===== src/include/spwm_cmd_codes.svh =====
//************************************************************
// command byte values of the master/module serial link
// all codes are 8 bits, sent with even parity
// unknown codes are ignored by the receiving side
//************************************************************
`ifndef SPWM_CMD_CODES_SVH
`define SPWM_CMD_CODES_SVH

// master to modules
`define CMD_TURN_ON  8'h2A  // start the on phase
`define CMD_TURN_OFF 8'h93  // start the off phase

// host to master
`define CMD_TOGGLE   8'hC3  // flip the blue led

// master to host, answer to a toggle
`define CMD_ACK      8'h6B

`endif

===== src/design/spwm_ctrl_pkg.sv =====
//************************************************************
// shared types of the inverter rig master
// brings in the command byte macros for every later file
// leds on the board are active low
//************************************************************
package spwm_ctrl_pkg;

`include "spwm_cmd_codes.svh"

    typedef logic [7:0]  uart_byte_t;    // one data byte on the link
    typedef logic [31:0] cycle_count_t;  // delay and period counter

    // transmit request, held until granted
    typedef struct packed {
        logic       req;
        uart_byte_t data;
    } tx_req_t;

    // receiver report, valid while done is high
    typedef struct packed {
        logic       done;
        logic       parity_err;  // also set on a low stop bit
        uart_byte_t data;
    } rx_event_t;

    typedef enum logic [1:0] {
        SEQ_STARTUP,
        SEQ_PHASE_ON,
        SEQ_PHASE_OFF
    } seq_state_t;

    typedef enum logic [2:0] {
        UART_IDLE,
        UART_START,
        UART_DATA,
        UART_PARITY,
        UART_STOP
    } uart_state_t;

    localparam logic LED_ON  = 1'b0;
    localparam logic LED_OFF = 1'b1;

    // byte sent by the sequencer for each phase
    localparam uart_byte_t PHASE_ON_BYTE  = `CMD_TURN_ON;
    localparam uart_byte_t PHASE_OFF_BYTE = `CMD_TURN_OFF;

endpackage


===== src/design/spwm_master_top.sv =====
//************************************************************
// inverter test rig master, serial command side
// clock comes from outside, no oscillator primitive here
// baud rate and timing are fixed by the parameters
//************************************************************
`timescale 1ns/10ps

module spwm_master_top import spwm_ctrl_pkg::*; #(
    parameter int CLKS_PER_BIT   = 4,
    parameter int STARTUP_CYCLES = 24000000,
    parameter int PHASE_CYCLES   = 48000000
) (
    input  logic clk,
    input  logic reset,
    input  logic rx,
    output logic tx,
    output logic sync,
    output logic led_red,
    output logic led_green,
    output logic led_blue
);

    rx_event_t rx_event;
    tx_req_t ack_req;
    tx_req_t cmd_req;
    logic ack_grant;
    logic cmd_grant;
    logic tx_start;
    logic tx_busy;
    uart_byte_t tx_data;

    uart_rx #(.CLKS_PER_BIT(CLKS_PER_BIT)) i_uart_rx (
        .clk      (clk),
        .reset    (reset),
        .rx       (rx),
        .rx_event (rx_event)
    );

    cmd_responder i_cmd_responder (
        .clk       (clk),
        .reset     (reset),
        .rx_event  (rx_event),
        .ack_grant (ack_grant),
        .ack_req   (ack_req),
        .led_blue  (led_blue)
    );

    cmd_sequencer #(
        .STARTUP_CYCLES (STARTUP_CYCLES),
        .PHASE_CYCLES   (PHASE_CYCLES)
    ) i_cmd_sequencer (
        .clk       (clk),
        .reset     (reset),
        .cmd_grant (cmd_grant),
        .cmd_req   (cmd_req),
        .sync      (sync),
        .led_red   (led_red),
        .led_green (led_green)
    );

    tx_arbiter i_tx_arbiter (
        .clk       (clk),
        .reset     (reset),
        .ack_req   (ack_req),
        .cmd_req   (cmd_req),
        .tx_busy   (tx_busy),
        .ack_grant (ack_grant),
        .cmd_grant (cmd_grant),
        .tx_start  (tx_start),
        .tx_data   (tx_data)
    );

    uart_tx #(.CLKS_PER_BIT(CLKS_PER_BIT)) i_uart_tx (
        .clk      (clk),
        .reset    (reset),
        .tx_start (tx_start),
        .tx_data  (tx_data),
        .tx       (tx),
        .tx_busy  (tx_busy)
    );

endmodule


===== src/design/cmd_responder.sv =====
//************************************************************
// host command decoder, only the toggle code is acted on
// at most one ack is pending, extra toggles only flip the led
//************************************************************
`timescale 1ns/10ps

module cmd_responder import spwm_ctrl_pkg::*; (
    input  logic      clk,
    input  logic      reset,
    input  rx_event_t rx_event,
    input  logic      ack_grant,
    output tx_req_t   ack_req,
    output logic      led_blue
);

    logic ack_pending;
    logic clean_byte;
    logic toggle_hit;

    assign clean_byte = rx_event.done && !rx_event.parity_err;

    always_comb begin
        toggle_hit = 1'b0;
        if (clean_byte) begin
            case (rx_event.data)
                `CMD_TOGGLE: toggle_hit = 1'b1;
                default:     toggle_hit = 1'b0;  // unknown code, ignored
            endcase
        end
    end

    assign ack_req = '{req: ack_pending, data: `CMD_ACK};

    always_ff @(posedge clk) begin
        if (reset) begin
            led_blue <= LED_OFF;
            ack_pending <= 1'b0;
        end else begin
            if (toggle_hit) begin
                led_blue <= ~led_blue;
                // set wins over a grant in the same cycle, a fresh ack
                ack_pending <= 1'b1;
            end else if (ack_grant) begin
                ack_pending <= 1'b0;
            end
        end
    end

endmodule


===== src/design/cmd_sequencer.sv =====
//************************************************************
// startup delay then alternating turn on / turn off commands
// phase timing is exact and never waits for the transmitter
// a phase must outlast one frame or a command is overwritten
//************************************************************
`timescale 1ns/10ps

module cmd_sequencer import spwm_ctrl_pkg::*; #(
    parameter int STARTUP_CYCLES = 24000000,
    parameter int PHASE_CYCLES   = 48000000
) (
    input  logic    clk,
    input  logic    reset,
    input  logic    cmd_grant,
    output tx_req_t cmd_req,
    output logic    sync,
    output logic    led_red,
    output logic    led_green
);

    seq_state_t state;
    cycle_count_t cnt;
    logic req;
    uart_byte_t req_byte;
    logic startup_done;
    logic phase_done;

    assign startup_done = (cnt == cycle_count_t'(STARTUP_CYCLES - 1));
    assign phase_done   = (cnt == cycle_count_t'(PHASE_CYCLES - 1));

    assign cmd_req = '{req: req, data: req_byte};

    assign led_green = (state == SEQ_PHASE_ON)  ? LED_ON : LED_OFF;
    assign led_red   = (state == SEQ_PHASE_OFF) ? LED_ON : LED_OFF;

    always_ff @(posedge clk) begin
        if (reset) begin
            state <= SEQ_STARTUP;
            cnt <= '0;
            req <= 1'b0;
            sync <= 1'b0;
        end else begin
            sync <= cmd_grant;  // marks the command going out
            cnt <= cnt + 1'b1;
            if (cmd_grant) req <= 1'b0;
            case (state)
                SEQ_STARTUP: begin
                    if (startup_done) begin
                        cnt <= '0;
                        req <= 1'b1;
                        req_byte <= PHASE_ON_BYTE;
                        state <= SEQ_PHASE_ON;
                    end
                end
                SEQ_PHASE_ON: begin
                    if (phase_done) begin
                        cnt <= '0;
                        req <= 1'b1;
                        req_byte <= PHASE_OFF_BYTE;
                        state <= SEQ_PHASE_OFF;
                    end
                end
                SEQ_PHASE_OFF: begin
                    if (phase_done) begin
                        cnt <= '0;
                        req <= 1'b1;
                        req_byte <= PHASE_ON_BYTE;
                        state <= SEQ_PHASE_ON;
                    end
                end
                default: state <= SEQ_STARTUP;
            endcase
        end
    end

endmodule


===== src/design/tx_arbiter.sv =====
//************************************************************
// fixed priority owner select for the shared transmitter
// the ack request always beats the command request
// requests must stay high until their grant pulse
//************************************************************
`timescale 1ns/10ps

module tx_arbiter import spwm_ctrl_pkg::*; (
    input  logic       clk,
    input  logic       reset,
    input  tx_req_t    ack_req,
    input  tx_req_t    cmd_req,
    input  logic       tx_busy,
    output logic       ack_grant,
    output logic       cmd_grant,
    output logic       tx_start,
    output uart_byte_t tx_data
);

    logic launch;   // frame start issued, tx_busy not yet up
    logic can_grant;
    logic pick_ack;
    logic pick_cmd;

    assign can_grant = !tx_busy && !launch;
    assign pick_ack  = can_grant && ack_req.req;
    assign pick_cmd  = can_grant && !ack_req.req && cmd_req.req;

    assign tx_start = launch;

    always_ff @(posedge clk) begin
        if (reset) begin
            launch <= 1'b0;
            ack_grant <= 1'b0;
            cmd_grant <= 1'b0;
        end else begin
            launch <= pick_ack || pick_cmd;
            ack_grant <= pick_ack;
            cmd_grant <= pick_cmd;
        end
    end

    // byte of the winner, held for the transmitter
    always_ff @(posedge clk) begin
        if (pick_ack) begin
            tx_data <= ack_req.data;
        end else if (pick_cmd) begin
            tx_data <= cmd_req.data;
        end
    end

endmodule


===== src/design/uart_rx.sv =====
//************************************************************
// uart receiver, 8 data bits, even parity, one stop bit
// bits are sampled at their middle, rx is asynchronous
// a low stop bit is reported as a parity error
//************************************************************
`timescale 1ns/10ps

module uart_rx import spwm_ctrl_pkg::*; #(
    parameter int CLKS_PER_BIT = 4
) (
    input  logic      clk,
    input  logic      reset,
    input  logic      rx,
    output rx_event_t rx_event
);

    localparam int CNT_W = $clog2(CLKS_PER_BIT);

    uart_state_t state;
    logic rx_meta;
    logic rx_sync;
    logic rx_prev;
    logic [CNT_W-1:0] clk_cnt;
    logic [2:0] bit_idx;
    uart_byte_t shreg;
    logic parity_bit;
    logic done;
    logic parity_err;
    uart_byte_t data;
    logic half_end;
    logic bit_end;

    assign half_end = (clk_cnt == CNT_W'(CLKS_PER_BIT / 2 - 1));
    assign bit_end  = (clk_cnt == CNT_W'(CLKS_PER_BIT - 1));

    assign rx_event = '{done: done, parity_err: parity_err, data: data};

    // two flop synchronizer plus edge history
    always_ff @(posedge clk) begin
        if (reset) begin
            rx_meta <= 1'b1;
            rx_sync <= 1'b1;
            rx_prev <= 1'b1;
        end else begin
            rx_meta <= rx;
            rx_sync <= rx_meta;
            rx_prev <= rx_sync;
        end
    end

    always_ff @(posedge clk) begin
        if (reset) begin
            state <= UART_IDLE;
            clk_cnt <= '0;
            bit_idx <= '0;
            done <= 1'b0;
        end else begin
            done <= 1'b0;
            clk_cnt <= clk_cnt + 1'b1;
            case (state)
                UART_IDLE: begin
                    clk_cnt <= '0;
                    if (rx_prev && !rx_sync) state <= UART_START;  // falling edge
                end
                UART_START: begin
                    if (half_end) begin
                        clk_cnt <= '0;
                        bit_idx <= '0;
                        // a short glitch is not a start bit
                        state <= rx_sync ? UART_IDLE : UART_DATA;
                    end
                end
                UART_DATA: begin
                    if (bit_end) begin
                        clk_cnt <= '0;
                        shreg <= {rx_sync, shreg[7:1]};
                        bit_idx <= bit_idx + 1'b1;
                        if (bit_idx == 3'd7) state <= UART_PARITY;
                    end
                end
                UART_PARITY: begin
                    if (bit_end) begin
                        clk_cnt <= '0;
                        parity_bit <= rx_sync;
                        state <= UART_STOP;
                    end
                end
                UART_STOP: begin
                    if (bit_end) begin
                        done <= 1'b1;
                        data <= shreg;
                        parity_err <= (^shreg != parity_bit) || !rx_sync;
                        state <= UART_IDLE;
                    end
                end
                default: state <= UART_IDLE;
            endcase
        end
    end

endmodule


===== src/design/uart_tx.sv =====
//************************************************************
// uart transmitter, 8 data bits, even parity, one stop bit
// tx_start is taken only while tx_busy is low
// CLKS_PER_BIT must be at least 4
//************************************************************
`timescale 1ns/10ps

module uart_tx import spwm_ctrl_pkg::*; #(
    parameter int CLKS_PER_BIT = 4
) (
    input  logic       clk,
    input  logic       reset,
    input  logic       tx_start,
    input  uart_byte_t tx_data,
    output logic       tx,
    output logic       tx_busy
);

    localparam int CNT_W = $clog2(CLKS_PER_BIT);

    uart_state_t state;
    logic [CNT_W-1:0] clk_cnt;
    logic [2:0] bit_idx;
    uart_byte_t shreg;
    logic parity_bit;
    logic bit_end;

    assign bit_end = (clk_cnt == CNT_W'(CLKS_PER_BIT - 1));
    assign tx_busy = (state != UART_IDLE);

    always_ff @(posedge clk) begin
        if (reset) begin
            state <= UART_IDLE;
            clk_cnt <= '0;
            bit_idx <= '0;
            tx <= 1'b1;  // line idles high
        end else begin
            clk_cnt <= bit_end ? '0 : clk_cnt + 1'b1;
            case (state)
                UART_IDLE: begin
                    tx <= 1'b1;
                    clk_cnt <= '0;
                    if (tx_start) begin
                        shreg <= tx_data;
                        parity_bit <= ^tx_data;  // makes the ones count even
                        tx <= 1'b0;              // start bit
                        state <= UART_START;
                    end
                end
                UART_START: begin
                    if (bit_end) begin
                        tx <= shreg[0];
                        bit_idx <= '0;
                        state <= UART_DATA;
                    end
                end
                UART_DATA: begin
                    if (bit_end) begin
                        bit_idx <= bit_idx + 1'b1;
                        shreg <= shreg >> 1;
                        if (bit_idx == 3'd7) begin
                            tx <= parity_bit;
                            state <= UART_PARITY;
                        end else begin
                            tx <= shreg[1];  // next data bit, lsb first
                        end
                    end
                end
                UART_PARITY: begin
                    if (bit_end) begin
                        tx <= 1'b1;  // stop bit
                        state <= UART_STOP;
                    end
                end
                UART_STOP: begin
                    if (bit_end) state <= UART_IDLE;
                end
                default: state <= UART_IDLE;
            endcase
        end
    end

endmodule


===== config.mk =====
export PLATFORM = sky130hd
export DESIGN_NAME = spwm_master_top
export DESIGN_NICKNAME = d
export VERILOG_FILES = /design/src/design/spwm_ctrl_pkg.sv /design/src/design/spwm_master_top.sv /design/src/design/cmd_responder.sv /design/src/design/cmd_sequencer.sv /design/src/design/tx_arbiter.sv /design/src/design/uart_rx.sv /design/src/design/uart_tx.sv
export VERILOG_INCLUDE_DIRS = /design/src /design/src/include
export SDC_FILE = /design/constraint.sdc
export NUM_CORES = 1
export LEC_CHECK = 0
export BUFFER_PORTS_ARGS = -buffer_cell sky130_fd_sc_hd__buf_2
export CAP_MARGIN = 40
export CORE_AREA = 2 2 99 101
export DETAILED_ROUTE_END_ITERATION = 7
export DIE_AREA = 0 0 101 103
export MAX_ROUTING_LAYER = met4
export SYNTH_ARGS = -nofsm -noshare
export SYNTH_HDL_FRONTEND = slang
export SYNTH_SLANG_ARGS = --single-unit

===== constraint.sdc =====
create_clock -name clk -period 3.2 [get_ports clk]
set_input_delay 0.16 -clock clk [delete_from_list [all_inputs] [get_ports clk]]
set_output_delay 0.16 -clock clk [all_outputs]
set_load 0.03 [all_outputs]

==> summary.txt <==
Core area = 9460 um2
Post-synth top cells = dfxtp_1 (66), nor2_1 (58), edfxtp_1 (29), xor2_1 (27)
Clk Tree Root Cell = clkbuf_8
Worst path cell trace = or4_1 -> or4_4 -> o31a_1 -> nor4_1
Mapped cell area = 4080 um2
Max IR drop VDD = 0.000250 V
DR vias/cell = 5.31
1st-pass router iterations = 4
Largest net degree at the start of global routing = 36
CP Capture Type = flip-flop
Post-CTS setup buffers = 0
Die Height = 103 um
Setup violations, final = 0
Hold_sp = reset
Unique masters post-synth = 47
Sequential share of power = 0.571
Internal Power = 0.00172 W
CTS Sinks = 95
Storage cell area = 2190 um2
Initial antenna violation count = 0
TritonCTS buffer count = 9
Clock share of power = 0.357
Multi-input combinational cell area = 1790 um2
Row count = 36
Met2 Wirelength = 3300 um
Vias = 2785
Min-Delay Path Class = input pin to flip-flop
Worst Setup SP = i_cmd_sequencer.cnt[16]$_SDFF_PP0_
Worst slew pin tran = 625 ps
Worst path slowest cell = or4_1
Met1 wire length = 3410 um
Tmin final = 2640 ps
CP Class = flip-flop to flip-flop
Post-synthesis sequential area ratio = 0.537
First DRT Iteration DRCs = 88
GRT Total Usage = 0.153
Fill cells = 914
Drt drc = 0
Pleak = 1.61 nW
Largest area contributor in the netlist = dfxtp_1
Placed Cells = 507
Area grow syn2layout = 9.87%
Seq cells post-synth = 95
Setup_tns = 0 ps
Nets@finish = 421
Die area = 10400 um2
Clock Pin Slew Worst Setup and Hold Paths = 110 ps
Die width = 101 um
Starting density of the core = 0.431
Vias in the first global route = 2614
Max clock buf depth = 2
CTS tree = yes
Synth async-reset ratio = 0
Max_cap viols = 0
Synth area leaders = dfxtp_1 (32%), edfxtp_1 (21%), xor2_1 (5.8%), nor2_1 (5.3%), ha_1 (4.0%)
Crit-path max FO = 6
Post-synth net total = 409
# diodes = 0
Final Hold Fails = 0
IO Pins = 8
Number of synthesized flops with an enable pin = 29
Post-synth top flop = dfxtp_1
Met3 routed wirelength = 149 um
Largest incremental delay on the critical path = 540 ps
Fin cells = 524
Max Used Layer = met4
Global-route wire length before repair = 12200 um
RePlAce Congestion = 0.858
Routed wire length = 7000 um
Crit path required time = 3210 ps
Syn. warnings = 0
Port buffer count = 7
Setup crit start kind = flip-flop
Outcome = finished clean
Reg-to-Reg Start = i_cmd_sequencer.cnt[16]$_SDFF_PP0_
Sw Ratio = 0.245
Mapped Cells = 393
Worst Skew = 16.4 ps
Worst-skew pair later-pin latency = 370 ps
Net Sw Power = 0.000559 W
Post-detailed-route count of antenna-violating nets = 0
Highest Clock Rate = 0.379 GHz
Top-area cell type share of the netlist area = 0.324
Logic pwr share = 0.071
Grt ovf = 0
Layout cell share with drive strength beyond 1 = 0.105
Synth Area per Inst = 10.4 um2
Avg WL per Cell = 13.4 um
P per Cell Area = 508 nW/um2
Critical Path AT = 2650 ps
Final worst path period share = 0.824
Most frequent cell after synthesis = dfxtp_1
H-tree depth = 3
Relative slew slack = 0.580
RSZ-0062 raised after global routing = false
Hpwl dp = 4800 um
Max Slew Vio Count = 0
## layer usage
layer / global-route usage / vias up
met3: 0.0380 / 12
met4: 0.0655 / 0
met1: 0.190 / 1328
met5: - / -
met2: 0.238 / 22
li1: - / 1423
## registers in the layout, indices dropped and copies added, names as in the netlist, 2 cells and up
| name | cells |
|---|---|
| i_cmd_sequencer.cnt | 32 |
| i_uart_tx.shreg | 8 |
| i_uart_rx.bit_idx | 3 |
| i_cmd_sequencer.req_byte | 2 |
| i_uart_rx.clk_cnt | 2 |
| i_uart_tx.state | 3 |
| i_cmd_sequencer.state | 2 |
| i_uart_tx.bit_idx | 3 |
| i_uart_tx.clk_cnt | 2 |
| i_tx_arbiter.tx_data | 4 |
| i_uart_rx.state | 3 |
| i_uart_rx.data | 8 |
| i_uart_rx.shreg | 8 |
## what timing repair did
item | CTS | global route
endpoints found under the hold margin | 1 | 0
resized for setup | 0 | 0
hold buffers | 1 | 0
## per-stage QoR
stage / hold slack [ps] / utilization / power, W / setup WS (ps) / instance area [um2]
after floorplan: 264 / - / 0.00145 / 771 / 4080
after global placement: 347 / 0.451 / 0.00149 / 659 / 4270
after detailed placement: 353 / 0.451 / 0.00150 / 576 / 4270
after CTS: 275 / 0.474 / 0.00231 / 560 / 4480
after global routing: 321 / 0.474 / 0.00238 / 439 / 4480
final: 281 / 0.474 / 0.00228 / 562 / 4480
## kinds of logic (layout without fill, tap and decap cells)
family	count (synthesis)	in the layout	share of synthesized area
simple gates	169	169	0.219
buf+inv	27	44	0.0264
flops	95	95	0.537
fa+ha+maj	13	13	0.0399
compound gates	40	40	0.0684
mux	7	7	0.0187
xor+xnor	42	42	0.0902
## layout by cell type, fill, tap and decap left out, types with 6 or more instances in the layout
master / instances
a21oi_1: 10
and3_1: 10
buf_2: 7
buf_4: 9
clkbuf_8: 9
dfxtp_1: 66
edfxtp_1: 29
ha_1: 13
inv_1: 11
nand2_1: 15
nand2b_1: 8
nand3_1: 14
nand4_1: 15
nor2_1: 58
nor3_1: 9
nor4_1: 9
nor4b_1: 6
xnor2_1: 15
xor2_1: 27
## final cells by class
cell class,count,share of cell area
well taps,114,0.0318
clock buffers,10,0.0285
multi-input cells,271,0.399
flip-flops and latches,95,0.489
repair buffers,17,0.0251
clock inverters,6,0.0173
inverters,11,0.00921
## worst paths after layout
path	to	slack (ps)	cells after the start
max	i_cmd_sequencer.req_byte[4]$_DFFE_PP_	560	4
min reg2reg	i_uart_rx.rx_sync$_SDFF_PP1_	400	1
max reg2reg	i_cmd_sequencer.req_byte[4]$_DFFE_PP_	560	4
min	i_uart_tx.bit_idx[1]$_SDFFE_PP0P_	280	2
## power groups by stage
stage	Combinational (W)	Clock (W)	Sequential [W]
2_1_floorplan	0.000132	0	0.00132
3_3_place_gp	0.000159	0	0.00133
3_5_place_dp	0.000164	0	0.00133
4_1_cts	0.000165	0.000840	0.00130
5_1_grt	0.000184	0.000891	0.00131
6_report	0.000163	0.000814	0.00130
## critical path: cells and delay by family (launching register included)
family | cells | cell delay (ps)
AO/OA/AOI/OAI | 1 | 400
flip-flops | 1 | 370
AND/OR/NAND/NOR | 3 | 1520
(Power assumes the default switching activity.)
